`config.mk`:
```
export PLATFORM = sky130hd
export DESIGN_NAME = line_fill_ctrl
export DESIGN_NICKNAME = d
export VERILOG_FILES = /design/src/line_buf_pkg.sv /design/src/wr_req_pkg.sv /design/src/line_fill_ctrl.sv
export VERILOG_INCLUDE_DIRS = /design/src
export SDC_FILE = /design/constraint.sdc
export NUM_CORES = 1
export LEC_CHECK = 0
export BUFFER_PORTS_ARGS = -buffer_cell sky130_fd_sc_hd__buf_2
export CAP_MARGIN = 40
export CELL_PAD_IN_SITES_DETAIL_PLACEMENT = 0
export CELL_PAD_IN_SITES_GLOBAL_PLACEMENT = 1
export CORE_AREA = 4 4 433 435
export DETAILED_ROUTE_END_ITERATION = 8
export DIE_AREA = 0 0 437 439
export PLACE_DENSITY_LB_ADDON = 0.2
export SLEW_MARGIN = 20
export SYNTH_ARGS = -nofsm -noshare
export SYNTH_HDL_FRONTEND = slang
export SYNTH_SLANG_ARGS = --single-unit
```
`constraint.sdc`:
```
create_clock -name Clk_400 -period 1.62 [get_ports Clk_400]
set_input_delay 0.243 -clock Clk_400 [delete_from_list [all_inputs] [get_ports Clk_400]]
set_output_delay 0.243 -clock Clk_400 [all_outputs]
set_load 0.01 [all_outputs]
```
`src/line_mirror_macros.svh`:
```
// Shared constants for the write-path line mirror
// Included by both packages and by every RTL module that needs a size
`ifndef LINE_MIRROR_MACROS_SVH
`define LINE_MIRROR_MACROS_SVH

// ----------------------------------------
// Store geometry
// ----------------------------------------
// Words per bank, fixed by the mirror rule
`define LM_LINE_WORDS   60
// Two banks, one filling while the other drains
`define LM_NUM_BANKS    2
`define LM_STORE_WORDS  120
// Index width covering the whole store
`define LM_IDX_W        7

// ----------------------------------------
// Word layout
// ----------------------------------------
// Cache-line payload
`define LM_DATA_W       512
// Swizzle works on 32-bit pixel lanes
`define LM_LANE_W       32
`define LM_ADDR_W       20
`define LM_TID_W        16
// Multi-line length code
`define LM_LEN_W        2

// Bank position that raises the early warning
`define LM_ALMFULL_IDX  55

`endif
```
`src/line_buf_pkg.sv`:
```
// Types of the two-bank buffer control
// Store index and the count of complete banks
`include "line_mirror_macros.svh"

package line_buf_pkg;

   // Index into the whole store, both banks back to back
   // Bank 0 holds 0 to 59, bank 1 holds 60 to 119
   typedef logic [`LM_IDX_W-1:0] word_idx_t;

   // Complete banks waiting to drain, 0 up to the bank count
   typedef logic [$clog2(`LM_NUM_BANKS+1)-1:0] bank_cnt_t;

endpackage

```
`src/wr_req_pkg.sv`:
```
// Types of a write request word as it travels through the line mirror
// Header fields first, then the header and the full stored word
`include "line_mirror_macros.svh"

package wr_req_pkg;

   // ----------------------------------------
   // Header field vectors
   // ----------------------------------------
   typedef logic [`LM_ADDR_W-1:0] line_addr_t;
   typedef logic [`LM_TID_W-1:0]  req_tid_t;
   // Number of lines in a multi-line request
   typedef logic [`LM_LEN_W-1:0]  req_len_t;
   typedef logic [`LM_DATA_W-1:0] cache_line_t;

   // Header of one write, 40 bits
   // Field order follows the requestor's packing
   typedef struct packed {
      line_addr_t addr;
      req_tid_t   tid;
      // Write fence
      logic       fence;
      req_len_t   len;
      // First line of a packet
      logic       sop;
   } wr_hdr_t;

   // Stored word, header on top of the payload
   typedef struct packed {
      wr_hdr_t     hdr;
      cache_line_t data;
   } wr_word_t;

endpackage

```
`src/line_fill_ctrl.sv`:
```
// Input side of the line mirror
// Accepts words, tracks the write index and bank occupancy, raises full and almost-full
`timescale 1ns/1ps
`include "line_mirror_macros.svh"

module line_fill_ctrl (
   input  logic                    Clk_400,
   input  logic                    rst,
   input  wr_req_pkg::wr_word_t    in_word,
   input  logic                    in_en,
   input  logic                    bank_drained,
   output logic                    wr_en,
   output line_buf_pkg::word_idx_t wr_idx,
   output wr_req_pkg::wr_word_t    wr_word,
   output logic                    banks_ready,
   output logic                    full,
   output logic                    almost_full
);

   localparam line_buf_pkg::word_idx_t bank1_base  = `LM_LINE_WORDS;
   localparam line_buf_pkg::word_idx_t last_pos    = `LM_LINE_WORDS - 1;
   localparam line_buf_pkg::word_idx_t store_last  = `LM_STORE_WORDS - 1;
   localparam line_buf_pkg::word_idx_t almfull_pos = `LM_ALMFULL_IDX;
   localparam line_buf_pkg::bank_cnt_t cnt_full    = `LM_NUM_BANKS;
   localparam line_buf_pkg::bank_cnt_t cnt_one     = `LM_NUM_BANKS - 1;

   line_buf_pkg::word_idx_t widx_q;
   line_buf_pkg::word_idx_t widx_nxt;
   line_buf_pkg::word_idx_t bank_pos;
   line_buf_pkg::bank_cnt_t occ_q;
   logic                    accept;
   logic                    last_word;
   logic                    last_q;
   logic                    alm_set;
   logic                    alm_q;

   // ----------------------------------------
   // Accept and write
   // ----------------------------------------
   assign accept  = in_en & ~full;
   // Every accepted word lands in the store the same cycle
   assign wr_en   = accept;
   assign wr_idx  = widx_q;
   assign wr_word = in_word;

   // Position of the write index inside its bank
   assign bank_pos  = (widx_q >= bank1_base) ? widx_q - bank1_base : widx_q;
   assign last_word = (bank_pos == last_pos);
   // Wrap from the top of bank 1 back to bank 0
   assign widx_nxt  = (widx_q == store_last) ? '0 : widx_q + 1'b1;

   always_ff @(posedge Clk_400) begin
      if (rst) begin
         widx_q <= '0;
      end else if (accept) begin
         widx_q <= widx_nxt;
      end
   end

   // Bank completion seen one cycle late
   always_ff @(posedge Clk_400) begin
      if (rst) begin
         last_q <= 1'b0;
      end else begin
         last_q <= last_word & accept;
      end
   end

   // ----------------------------------------
   // Bank occupancy
   // ----------------------------------------
   // Completion and drain in the same cycle cancel out
   always_ff @(posedge Clk_400) begin
      if (rst) begin
         occ_q <= '0;
      end else if (last_q && !bank_drained) begin
         occ_q <= occ_q + 1'b1;
      end else if (!last_q && bank_drained) begin
         occ_q <= occ_q - 1'b1;
      end
   end

   assign banks_ready = (occ_q != '0);
   // Also full while the second completion is still in flight
   // so nothing lands on the undrained bank
   assign full = (occ_q == cnt_full) | (last_q & (occ_q == cnt_one));

   // Warn when the bank being filled nears its end and the other one is still waiting
   assign alm_set = accept & (bank_pos == almfull_pos) & (occ_q == cnt_one);

   // Sticky until a bank leaves
   always_ff @(posedge Clk_400) begin
      if (rst) begin
         alm_q <= 1'b0;
      end else if (bank_drained) begin
         alm_q <= 1'b0;
      end else if (alm_set) begin
         alm_q <= 1'b1;
      end
   end

   assign almost_full = alm_q;

   // ----------------------------------------
   // Checks
   // ----------------------------------------
   // Full only lets go after the drain side hands back a bank
   a_full_holds: assert property (@(posedge Clk_400) disable iff (rst)
      (full && !bank_drained) |=> !wr_en);

   // Never more complete banks than the store holds
   a_occ_max: assert property (@(posedge Clk_400) disable iff (rst)
      occ_q <= cnt_full);

endmodule

```
==> flow_metrics.py <==
metrics = {
    "timing": {
        "finalCriticalPeriod_ns": 1.62,
        "skew_ns": 0.00141,
        "max_slew_margin_pct": 76.8,
        "timing.final.crit_share_pct": 99.9,
        "hold_viol": 0,
        "setup_slack_ns": 0.00136,
        "tightestPinTransition_ns": 0.347,
        "rsz0062_at_grt": "yes",
        "setup_viol_count_final": 0,
        "fmax_ghz": 0.618,
        "final.setup.tns_ns": 0,
        "drv_slew": 0,
    },
    "placement": {
        "post-place-ws_ns": -0.0350,
        "place.gp.congestion": 0.668,
        "io_buffer_count": 14,
        "hpwl_um": 77000,
    },
    "global_route": {
        "grt_start_max_net_pins": 12,
        "use_met2_pct": 12.6,
        "first_global_vias": 1864,
        "grtUsageTotal_pct": 7.88,
        "antenna_found_initial": 2,
        "grt_first_pass_wirelength_um": 84100,
        "overflow": 0,
        "met1_usage_pct": 2.34,
        "grt.busiest_layer": "met3",
        "grtUsageMet3_pct": 15.9,
    },
    "routing": {
        "totalWireLength_um": 80200,
        "drtIter0Drc": 124,
        "drc": 0,
        "post_drt_wl_per_cell_um": 31.0,
        "routed_via_density": 0.731,
        "vias": 1892,
        "drtAntennaViolNets": 0,
        "drtPass1Iterations": 4,
    },
    "clock_tree": {
        "clock_latency_ns": 0.25,
        "cts_tree": "built",
        "root_buffer": "clkbuf_16",
        "hold_buffers": 0,
        "path_clk_slew_ns": 0.05,
        "cts_max_path_buffers": 2,
        "cts_sinks": 11,
        "cts_htree_levels": 1,
        "cts_buffers": 3,
    },
    "cells_and_area": {
        "final_layout_size_suffix_gt1_share_pct": 50.0,
        "areaGrowthSynthToFinish_pct": -13.7,
        "layout.nets": 689,
        "antenna_cells": 0,
        "nFillCells": 22000,
    },
    "critical_path": {
        "slowest_delay_ns": 0.54,
        "rr_startpoint": "occ_q[1]",
        "crit_arrival_ns": 1.80,
        "critPathSlowestCell": "or4_4",
        "reg2reg_to": "almost_full",
        "criticalPathCategory": "reg -> reg",
        "rr_worst_depth": 6,
        "rrSetupSlack_ns": 0.001,
        "crit_chain": "inv_4 -> ha_4 -> a21oi_4 -> nand3_2 -> or4_4 -> o21ai_1",
        "start_kind": "register",
        "cp_max_fo": 3,
        "critPathRequiredTime_ns": 1.80,
        "end_kind": "register",
    },
    "power": {
        "p_leak_uw": 0.000507,
        "power_density_nw_per_um2": 240,
        "peakVddDrop_mv": 0.157,
    },
    "die": {
        "rows": 157,
        "chipWidth_um": 437,
        "core_um2": 183000,
        "initial_utilization_pct": 2.66,
        "die_area_um2": 192000,
        "num_io_pins": 1119,
        "dieHeight_um": 439,
    },
    "logic_synthesis": {
        "ys_top_cells_by_area": "buf_4 85%, dfxtp_1 4.5%, ha_1 2.1%, xor2_1 0.90%, nor2_1 0.85%",
        "ys_types": 28,
        "yosysSeqAreaShare_pct": 4.53,
        "ys_ff_latch": 11,
        "synth_top_area_share_pct": 85.5,
        "synth_area_per_cell_um2": 7.62,
        "yosys_warnings": 0,
        "syn_area_um2": 4860,
        "yosys.area.top_type": "buf_4",
        "syn_nets": 1202,
        "syn_inst": 638,
    },
    "worst_hold_path": {
        "holdPathStages": 2,
        "worstHoldPathType": "in -> reg",
        "hp-start": "rst",
        "min_to": "occ_q[1]",
    },
    "status": {
        "status": "completed",
    },
    "job": {
        "cap_viol_max_count": 0,
    },
}
-- cells in the mapped netlist --
cell / number
a21oi_1: 5
dfxtp_1: 11
o211ai_1: 1
nand3_2: 1
o21bai_1: 1
a41oi_2: 1
a21oi_4: 1
inv_1: 10
and2_1: 2
xnor2_1: 2
buf_2: 1
xor2_1: 5
buf_4: 554
nor2_1: 11
and3_1: 2
nand3_1: 2
nor3_2: 1
o21ai_1: 1
nand2_1: 5
o21ai_0: 2
nor3b_1: 1
ha_1: 8
a2bb2oi_1: 1
or4_4: 1
a31oi_1: 1
nand4_1: 5
or3_1: 1
a22oi_1: 1
-- worst max-delay path: cells and delay by family (launching register included) --
kind,cells,cell delay [ns]
flops,1,0.38
fa+ha+maj,1,0.16
buf+inv,1,0.04
simple gates,2,0.65
compound gates,2,0.33
-- per-stage QoR --
step | util [%] | instance area [um^2] | cells | power (uW) | hold slack (ns)
2_1_floorplan | - | 4880 | 638 | 1780 | 0.308
3_3_place_gp | 2.20 | 4020 | 2581 | 504 | 0.461
3_5_place_dp | 2.20 | 4020 | 2581 | 501 | 0.457
4_1_cts | 2.28 | 4170 | 2587 | 1030 | 0.325
5_1_grt | 2.29 | 4200 | 2588 | 1050 | 0.337
6_report | 2.29 | 4200 | 2588 | 1010 | 0.326
-- power breakdown --
group	switching (uW)	internal (uW)
logic	113	107
clock network	158	334
registers	11.7	283
-- what timing repair did --
action                     4_1_cts  5_1_grt
pin swaps                        5        7
setup buffers                    2        1
setup endpoints to repair        9       11
resized for setup               15        7
-- how the worst max path moves through the flow --
stage,startpoint,slack (ns),cells after the start,end
after floorplan,occ_q[0],0.02,6,almost_full
after global routing,occ_q[1],-0.08,6,last_q
final,occ_q[1],0.001,6,almost_full
after CTS,occ_q[1],-0.02,6,almost_full
after detailed placement,occ_q[1],-0.03,6,almost_full
after global placement,occ_q[1],-0.02,8,wr_idx[6]
-- layout make-up --
type | count | area, um^2 | area share, %
clock buffer | 4 | 78.8 | 1.88
inverter | 10 | 40.0 | 0.954
multi-input combinational | 62 | 495 | 11.8
sequential | 11 | 229 | 5.46
tap | 2464 | 3080 | 73.5
timing repair buffer | 37 | 270 | 6.44
-- placed cells by master, fill, tap and decap left out, types with 3 or more instances in the layout --
cell and n:
clkbuf_16 3, nand2_1 4, ha_1 5, buf_6 4, dfxtp_1 8, inv_2 3
xor2_1 5, buf_2 12, nor2_2 4, a21oi_1 3, nand4_1 5, buf_4 20
inv_1 6, nor2_1 7
-- per-layer routing --
layer | share of wire, % | up-vias
met5 | 0.18 | -
met4 | 1.7 | 4
met3 | 42 | 106
met2 | 45 | 785
met1 | 10 | 630
li1 | - | 367
-- state kept, by name, summed over array words and instances (netlist names) --
register,flops
last_q,1
wr_idx,7
almost_full,1
occ_q,2
-- logic make-up (layout without fill, tap and decap cells) --
group	Yosys count	in the layout	synth area share, %
buffers and inverters	565	51	86.4
and+or+nand+nor	32	32	3.52
AOI/OAI and AO/OA	15	15	2.26
DFF	11	11	4.53
adders and majority gates	8	8	2.06
xor gates and xnor gates	7	7	1.26
Note: power is estimated with default switching activity, not from simulation.
