--- src/line_mirror_macros.svh ---
// Shared constants for the write-path line mirror
// Included by both packages and by every RTL module that needs a size
`ifndef LINE_MIRROR_MACROS_SVH
`define LINE_MIRROR_MACROS_SVH

// ----------------------------------------
// Store geometry
// ----------------------------------------
// Words per bank, fixed by the mirror rule
`define LM_LINE_WORDS   60
// Two banks, one filling while the other drains
`define LM_NUM_BANKS    2
`define LM_STORE_WORDS  120
// Index width covering the whole store
`define LM_IDX_W        7

// ----------------------------------------
// Word layout
// ----------------------------------------
// Cache-line payload
`define LM_DATA_W       512
// Swizzle works on 32-bit pixel lanes
`define LM_LANE_W       32
`define LM_ADDR_W       20
`define LM_TID_W        16
// Multi-line length code
`define LM_LEN_W        2

// Bank position that raises the early warning
`define LM_ALMFULL_IDX  55

`endif
--- src/line_buf_pkg.sv ---
// Types of the two-bank buffer control
// Store index and the count of complete banks
`include "line_mirror_macros.svh"

package line_buf_pkg;

   // Index into the whole store, both banks back to back
   // Bank 0 holds 0 to 59, bank 1 holds 60 to 119
   typedef logic [`LM_IDX_W-1:0] word_idx_t;

   // Complete banks waiting to drain, 0 up to the bank count
   typedef logic [$clog2(`LM_NUM_BANKS+1)-1:0] bank_cnt_t;

endpackage

--- src/wr_req_pkg.sv ---
// Types of a write request word as it travels through the line mirror
// Header fields first, then the header and the full stored word
`include "line_mirror_macros.svh"

package wr_req_pkg;

   // ----------------------------------------
   // Header field vectors
   // ----------------------------------------
   typedef logic [`LM_ADDR_W-1:0] line_addr_t;
   typedef logic [`LM_TID_W-1:0]  req_tid_t;
   // Number of lines in a multi-line request
   typedef logic [`LM_LEN_W-1:0]  req_len_t;
   typedef logic [`LM_DATA_W-1:0] cache_line_t;

   // Header of one write, 40 bits
   // Field order follows the requestor's packing
   typedef struct packed {
      line_addr_t addr;
      req_tid_t   tid;
      // Write fence
      logic       fence;
      req_len_t   len;
      // First line of a packet
      logic       sop;
   } wr_hdr_t;

   // Stored word, header on top of the payload
   typedef struct packed {
      wr_hdr_t     hdr;
      cache_line_t data;
   } wr_word_t;

endpackage

--- src/line_drain.sv ---
// Output side of the line mirror
// Walks each bank from the top down, swizzles payload bytes and reports bank completion
`timescale 1ns/1ps
`include "line_mirror_macros.svh"

module line_drain (
   input  logic                    Clk_400,
   input  logic                    rst,
   input  logic                    banks_ready,
   input  wr_req_pkg::wr_word_t    rd_word,
   input  logic                    out_ready,
   output line_buf_pkg::word_idx_t rd_idx,
   output wr_req_pkg::wr_word_t    out_word,
   output logic                    out_valid,
   output logic                    bank_drained
);

   localparam line_buf_pkg::word_idx_t bank0_last  = `LM_LINE_WORDS - 1;
   localparam line_buf_pkg::word_idx_t bank1_first = `LM_LINE_WORDS;
   localparam line_buf_pkg::word_idx_t store_last  = `LM_STORE_WORDS - 1;
   localparam int                      lanes       = `LM_DATA_W / `LM_LANE_W;

   line_buf_pkg::word_idx_t ridx_q;
   logic                    xfer;

   // Byte order of one packed pixel lane
   // Bytes 3 and 1 trade places, 2 and 0 stay
   function automatic logic [`LM_LANE_W-1:0] swizzle_lane(
      input logic [`LM_LANE_W-1:0] lane
   );
      swizzle_lane = {lane[15:8], lane[23:16], lane[31:24], lane[7:0]};
   endfunction

   // ----------------------------------------
   // Handshake
   // ----------------------------------------
   // Valid as long as any complete bank waits
   assign out_valid = banks_ready;
   assign xfer      = out_valid & out_ready;

   // Bottom of either bank is its last word out
   assign bank_drained = xfer & ((ridx_q == '0) || (ridx_q == bank1_first));

   // ----------------------------------------
   // Read walk
   // ----------------------------------------
   // 59 down to 0, then 119 down to 60, then 59 again
   // Stepping below 60 lands on 59 without a special case
   always_ff @(posedge Clk_400) begin
      if (rst) begin
         ridx_q <= bank0_last;
      end else if (xfer) begin
         ridx_q <= (ridx_q == '0) ? store_last : ridx_q - 1'b1;
      end
   end

   assign rd_idx = ridx_q;

   // ----------------------------------------
   // Output word
   // ----------------------------------------
   // Header passes as read, payload gets the lane swizzle
   always_comb begin
      out_word.hdr = rd_word.hdr;
      for (int l = 0; l < lanes; l++) begin
         out_word.data[l*`LM_LANE_W +: `LM_LANE_W] =
            swizzle_lane(rd_word.data[l*`LM_LANE_W +: `LM_LANE_W]);
      end
   end

   // ----------------------------------------
   // Checks
   // ----------------------------------------
   // A bank starts out at its top word
   // so the walk stays in step with the fill side
   a_walk_aligned: assert property (@(posedge Clk_400) disable iff (rst)
      $rose(out_valid) |-> ((rd_idx == bank0_last) || (rd_idx == store_last)));

   // Stalled output holds, so the fill side never touches the bank in flight
   a_stall_holds: assert property (@(posedge Clk_400) disable iff (rst)
      (out_valid && !out_ready) |=> $stable(out_word));

endmodule

--- config.mk ---
export PLATFORM = sky130hd
export DESIGN_NAME = line_drain
export DESIGN_NICKNAME = d
export VERILOG_FILES = /design/src/line_buf_pkg.sv /design/src/wr_req_pkg.sv /design/src/line_drain.sv
export VERILOG_INCLUDE_DIRS = /design/src
export SDC_FILE = /design/constraint.sdc
export NUM_CORES = 1
export LEC_CHECK = 0
export ABC_AREA = 1
export BUFFER_PORTS_ARGS = -buffer_cell sky130_fd_sc_hd__buf_2
export CAP_MARGIN = 20
export CORE_AREA = 8 8 425 427
export DETAILED_ROUTE_END_ITERATION = 16
export DIE_AREA = 0 0 433 435
export GPL_TIMING_DRIVEN = 0
export PLACE_DENSITY = 0.3
export SLEW_MARGIN = 20
export SYNTH_ARGS = -nofsm -noshare
export SYNTH_HDL_FRONTEND = slang
export SYNTH_SLANG_ARGS = --single-unit
--- constraint.sdc ---
create_clock -name Clk_400 -period 3.45 [get_ports Clk_400]
set_input_delay 0.5175 -clock Clk_400 [delete_from_list [all_inputs] [get_ports Clk_400]]
set_output_delay 0.5175 -clock Clk_400 [all_outputs]
set_load 0.02 [all_outputs]
==> metrics, run 1 <==
status=finished clean; CTS Buffer Depth=2; f_max=0.469 GHz; WL/cell=~33 µm; Total Routing Usage GR=between 10% and 20%; min Tclk post-route=2130 ps; setup slack, reg-to-reg=between 2000 and 2500 ps; Starting Density=about 2.6%; Cell variety after synth=18; crit path launch type=flop; Setup TNS=0 ps; DR iter-0 viols=about 400; syn_area_per_cell=approximately 7.5 µm²; synthesis-stage register bit count=7; Pleak=around 5.1 nW; initial antenna violation count=between 200 and 250; Slew @ Worst Pin=between 300 and 400 ps; worst-path fanout max=5; grt ovf=0; Die Width=between 400 and 500 µm; drt via density=1.84; CTS tree=done; syn nets=about 1200; Die Y=between 400 and 500 µm; Cell Chain, Critical Path=inv_1 > ha_1 > nand3_2 > nor2_4 > nand2_2 > o31ai_1 > buf_2; IO Port Bufs=564; Max VDD drop=~0.00009 V; Hold/Removal Path Class=reg2reg; Worst-path clk slew=40 ps; critical path endpoint=bank_drained; final period utilization=between 60 and 70%; CP Launch Point=rd_idx[0]$_SDFFE_PP1P_; Cell Rows=approximately 150; vias in the first global route=just over 6000; DRT antenna net count=0; max FFs per register=7; Layout area overhead=130%; final setup fails=0; Worst path slowest cell=dfxtp_1; Critical R2R Capture=rd_idx[3]$_SDFFE_PP1P_; layout cells sized above 1=~96%; P per Cell Area=about 180 mW/mm²; Max Cap Violations=0; Final Wtd Congestion=between 0.9 and 1; post-route DRC violation count=0; final hold viol count=0; Finished Cell Area=0.0105 mm²; PostCTS Resize Cnt=0; Slew headroom=about 77%; Core Footprint=0.173 mm²; latest clock arrival within the worst-skew pair=240 ps; HPWL Detailed=117000 µm; crit path DAT=between 1500 and 2000 ps; total chip power=between 0.0015 and 0.002 W; synthesized instance count=610; Worst EP required=2930 ps; Sink Count=7; number of nets in the layout=~1700; placed instance area=slightly above 0.01 mm²; Worst Reg2Reg Path Length in Cells=7; Hold Path Stages=2; Mapped Area=about 0.0046 mm²; largest stage delay on the critical path=~370 ps; largest net degree at the start of global routing=8; Post-CTS Setup Inserts=0; die area=0.188 mm²; RR Startpoint=rd_idx[0]$_SDFFE_PP1P_; RSZ-0062 raised after global routing=no; Max Transition Viols Final=0; WHS=slightly above 500 ps; hold_buf cts=0; CTS Root Cell=clkbuf_16; crit path capture type=output pin; clk_skew=between 4 and 5 ps; critical path type=reg2out; global-route wire length before repair=around 130000 µm; sequential cell area fraction in the yosys report=~3%; I/O pin count=roughly 1100; CTS Buf Count=3; Ys Warns=0; routed vias=roughly 6500; routed wire length=119000 µm; H-tree Lvls=1; DR pass1 iterations=4; Fillers=between 20000 and 25000
## routing by layer
layer  GRT usage (%)  part of all wire (%)  vias up
met1            10.4                    29     2779
met2            21.3                    50      713
li1                -                     -     2511
met4            1.44                   1.5      214
met5               0                   1.2        -
met3            10.1                    18      324
## cell type report
cell class                      instances  area [µm²]  area share, %
Tap cell                             2325        2910           27.7
Sequential cell                         7         140           1.34
Clock buffer                            3        75.1          0.715
Clock inverter                          1        5.00         0.0477
Antenna cell                           52         130           1.24
Inverter                                9        33.8          0.322
Multi-Input combinational cell         41         229           2.18
Buffer                                553        4150           39.6
Timing Repair Buffer                  564        2820           26.9
## worst max-delay path, delay by kind of cell (launching register included)
kind / cells / cell delay [ps]
simple gates: 3 / 400
fa+ha+maj: 1 / 220
buf+inv: 2 / 300
flops: 1 / 370
compound gates: 1 / 80
## per-stage QoR
stage	util [%]	worst slack, ps	std cells
finish	6.06	1320	3555
global route	6.00	1190	3511
CTS	5.98	1300	3503
detailed placement	5.94	1560	3499
global placement	5.94	1540	3499
floorplan	-	1540	610
## cells by family (layout without fill, tap and decap cells)
kind of cell | Yosys count | after routing | synth area share, %
buffers and inverters | 562 | 1130 | 91.9
other | 0 | 52 | 0
and+or+nand+nor | 33 | 33 | 3.85
AOI/OAI and AO/OA | 7 | 7 | 0.907
DFF | 7 | 7 | 3.08
adders and majority gates | 1 | 1 | 0.275
## power breakdown
group	total, W	leakage [nW]	switching [W]	internal [W]
sequential	0.0000884	0.0572	0.00000443	0.0000840
combinational	0.00156	5.02	0.000934	0.000622
clock	0.000198	0.0412	0.0000457	0.000152
## synthesized netlist by cell type, drive strengths merged
library cell | count | area (µm²)
nand2 | 17 | 71.3
buf | 553 | 4150
a21oi | 4 | 23.8
inv | 9 | 33.8
nor2 | 6 | 42.5
ha | 1 | 12.5
nand3b | 1 | 7.51
nand4 | 2 | 12.5
o21ai | 2 | 10.0
nand3 | 6 | 35.0
dfxtp | 7 | 140
o31ai | 1 | 7.51
or2 | 1 | 6.26
## worst min path at each step
stage	slack, ps	start	end
after floorplan	570	rd_idx[6]$_SDFFE_PP0P_	rd_idx[6]$_SDFFE_PP0P_
after global placement	510	rd_idx[6]$_SDFFE_PP0P_	rd_idx[6]$_SDFFE_PP0P_
after detailed placement	500	rd_idx[6]$_SDFFE_PP0P_	rd_idx[6]$_SDFFE_PP0P_
after CTS	510	rd_idx[6]$_SDFFE_PP0P_	rd_idx[6]$_SDFFE_PP0P_
after global routing	540	rd_idx[6]$_SDFFE_PP0P_	rd_idx[6]$_SDFFE_PP0P_
final	520	rd_idx[6]$_SDFFE_PP0P_	rd_idx[6]$_SDFFE_PP0P_
## cell usage in the layout (no fill, tap or decap)
| master | Yosys | final |
|---|---|---|
| nand2_2 | 3 | 3 |
| buf_4 | 553 | 553 |
| dfxtp_1 | 7 | 7 |
| nand3_2 | 1 | 1 |
| nor2_1 | 2 | 2 |
| diode_2 | 0 | 52 |
| nand4_1 | 2 | 2 |
| clkbuf_16 | 0 | 3 |
| nand3b_1 | 1 | 1 |
| a21oi_2 | 1 | 1 |
| o21ai_1 | 2 | 2 |
| nand3_1 | 5 | 5 |
| clkinv_2 | 0 | 1 |
| buf_2 | 0 | 564 |
| o31ai_1 | 1 | 1 |
| nor2_2 | 2 | 2 |
| nand2_1 | 14 | 14 |
| ha_1 | 1 | 1 |
| nor2_4 | 2 | 2 |
| a21oi_1 | 3 | 3 |
| or2_0 | 1 | 1 |
| inv_1 | 9 | 9 |
(Power assumes the default switching activity.)
==> run 2: changes to the inputs <==
- CORE_AREA: 8 8 425 427 -> 8 8 430 432
- DIE_AREA: 0 0 433 435 -> 0 0 438 440
- clock period: 3.45 -> 2.11 ns (I/O delays scaled with it)
==> metrics, run 2 (synthesis results as in run 1) <==
Cell Rows=155 (was 153); critical path type=reg2out (unchanged); Hold/Removal Path Class=in2reg (was reg2reg); WL/cell=28.4 µm (was 33.4 µm); crit path launch type=flop (unchanged); DR iter-0 viols=470 (was 405); Starting Density=2.56% (was 2.63%); routed wire length=102000 µm (was 119000 µm); grt met2 use=15.8% (was 21.3%); Final Worst Setup Slack=224 ps (was 1320 ps); CTS tree=done (unchanged); final hold viol count=0 (unchanged); Max Cap Violations=0 (unchanged); drt via density=1.83 (was 1.84); max FFs per register=7 (unchanged); setup slack, reg-to-reg=860 ps (was 2130 ps); Total Routing Usage GR=9.76% (was 11.9%); WHS=319 ps (was 518 ps); critical path endpoint=bank_drained (unchanged); Setup TNS=0 ps (unchanged); PostCTS Resize Cnt=0 (unchanged); RR Startpoint=rd_idx[0]$_SDFFE_PP1P_ (unchanged); Final Wtd Congestion=0.928 (was 0.952); min Tclk post-route=about 1900 ps; number of nets in the layout=1736 (unchanged); RSZ-0062 raised after global routing=no (unchanged); Reg area=140 µm² (unchanged); CTS Buffer Depth=2 (unchanged); DRT antenna net count=0 (unchanged); Worst-path clk slew=40 ps (about the same); pre-CTS WS=459 ps (was 1560 ps); CP Launch Point=rd_idx[0]$_SDFFE_PP1P_ (unchanged); vias in the first global route=6004 (was 6237); Core Footprint=0.178 mm² (was 0.173 mm²); DR pass1 iterations=4 (unchanged); P per Cell Area=277 mW/mm² (was 176 mW/mm²); CTS Root Cell=clkbuf_16 (unchanged); H-tree Lvls=1 (unchanged); Max Transition Viols Final=0 (unchanged); Worst Reg2Reg Path Length in Cells=7 (unchanged); most common cell after layout, fill and taps aside=buf_2 (unchanged); Post-CTS Setup Inserts=0 (unchanged); Slew headroom=75.8% (was 77.2%); Critical R2R Capture=rd_idx[3]$_SDFFE_PP1P_ (unchanged); routed vias=6536 (was 6541); Sink Count=7 (unchanged); busiest grt layer=met2 (unchanged); clk_skew=0.487 ps (was 4.43 ps); global-route wire length before repair=112000 µm (was 132000 µm); Pleak=5.12 nW (about the same); crit path capture type=output pin (unchanged); layout cells sized above 1=95.8% (was 95.9%); Die Y=440 µm (was 435 µm); die area=0.193 mm² (was 0.188 mm²); initial antenna violation count=224 (was 245); IO Port Bufs=564 (unchanged); crit path DAT=1570 ps (was 1610 ps); Max VDD drop=0.000154 V (was 0.0000893 V); final period utilization=between 80 and 90%; grt ovf=0 (unchanged); Layout area overhead=131% (was 130%); Worst EP required=1790 ps (was 2930 ps); worst-path fanout max=5 (unchanged); total chip power=0.00291 W (was 0.00184 W); I/O pin count=1117 (unchanged); Slew @ Worst Pin=365 ps (was 344 ps); Die Width=438 µm (was 433 µm); HPWL Detailed=99700 µm (was 117000 µm); CTS Buf Count=3 (unchanged); Fillers=21200 (was 20557); area of the multi-input gates=229 µm² (unchanged); post-route DRC violation count=0 (unchanged); largest net degree at the start of global routing=8 (unchanged); latest clock arrival within the worst-skew pair=240 ps (about the same); hold_buf cts=0 (unchanged); met1 usage=8.95% (was 10.4%); global-route met3 utilization=9.44% (was 10.1%); f_max=about 0.53 GHz; most frequent cells in the layout=buf_2, buf_4, nand2_1 (unchanged); status=finished clean (unchanged); final setup fails=0 (unchanged)
[run 2: cell count changes in the layout (fill, tap and decap cells not counted)]
cell      previous run  this run
clkbuf_1             0         1
diode_2             52        43
clkinv_2             1         0
[run 2: cell type report]
| class | instances | area share (%) |
|---|---|---|
| inverters | 9 | 0.321 |
| clock buffers | 4 | 0.750 |
| flip-flops and latches | 7 | 1.33 |
| plain buffers | 553 | 39.5 |
| repair buffers | 564 | 26.9 |
| diodes | 43 | 1.02 |
| well taps | 2355 | 28.0 |
| multi-input cells | 41 | 2.18 |
[run 2: routing by layer]
| metal | wire, µm | vias to the layer above |
|---|---|---|
| li1 | - | 2502 |
| met1 | 31100 | 2792 |
| met3 | 20700 | 283 |
| met4 | 2290 | 178 |
| met2 | 46400 | 781 |
| met5 | 1110 | - |
[run 2: critical path, stage by stage, from the launching register on]
cell and delay, ps:
dfxtp_1 350, inv_1 80, ha_1 200, nand3_2 150
nor2_4 150, nand2_2 90, o31ai_1 90, buf_2 220
[run 2: stage by stage]
stage	std cells	instance area [µm²]	utilization, %
3_5_place_dp	3529	10300	5.81
4_1_cts	3533	10400	5.86
6_report	3576	10500	5.92
5_1_grt	3537	10400	5.86
3_3_place_gp	3529	10300	5.81
2_1_floorplan	610	4550	-
[run 2: worst min path at each step]
stage	slack, ps	depth (start not counted)	to	from
2_1_floorplan	380	1	rd_idx[6]$_SDFFE_PP0P_	rst
4_1_cts	320	2	rd_idx[6]$_SDFFE_PP0P_	rst
3_5_place_dp	530	2	rd_idx[6]$_SDFFE_PP0P_	rd_idx[6]$_SDFFE_PP0P_
6_report	320	2	rd_idx[6]$_SDFFE_PP0P_	rst
3_3_place_gp	510	2	rd_idx[6]$_SDFFE_PP0P_	rd_idx[6]$_SDFFE_PP0P_
5_1_grt	340	2	rd_idx[6]$_SDFFE_PP0P_	rst
[run 2: power by group]
group | switching [W] | internal [W] | leakage, nW
logic | 0.00142 | 0.00101 | 5.02
clock network | 0.0000751 | 0.000252 | 0.0384
registers | 0.00000646 | 0.000137 | 0.0572
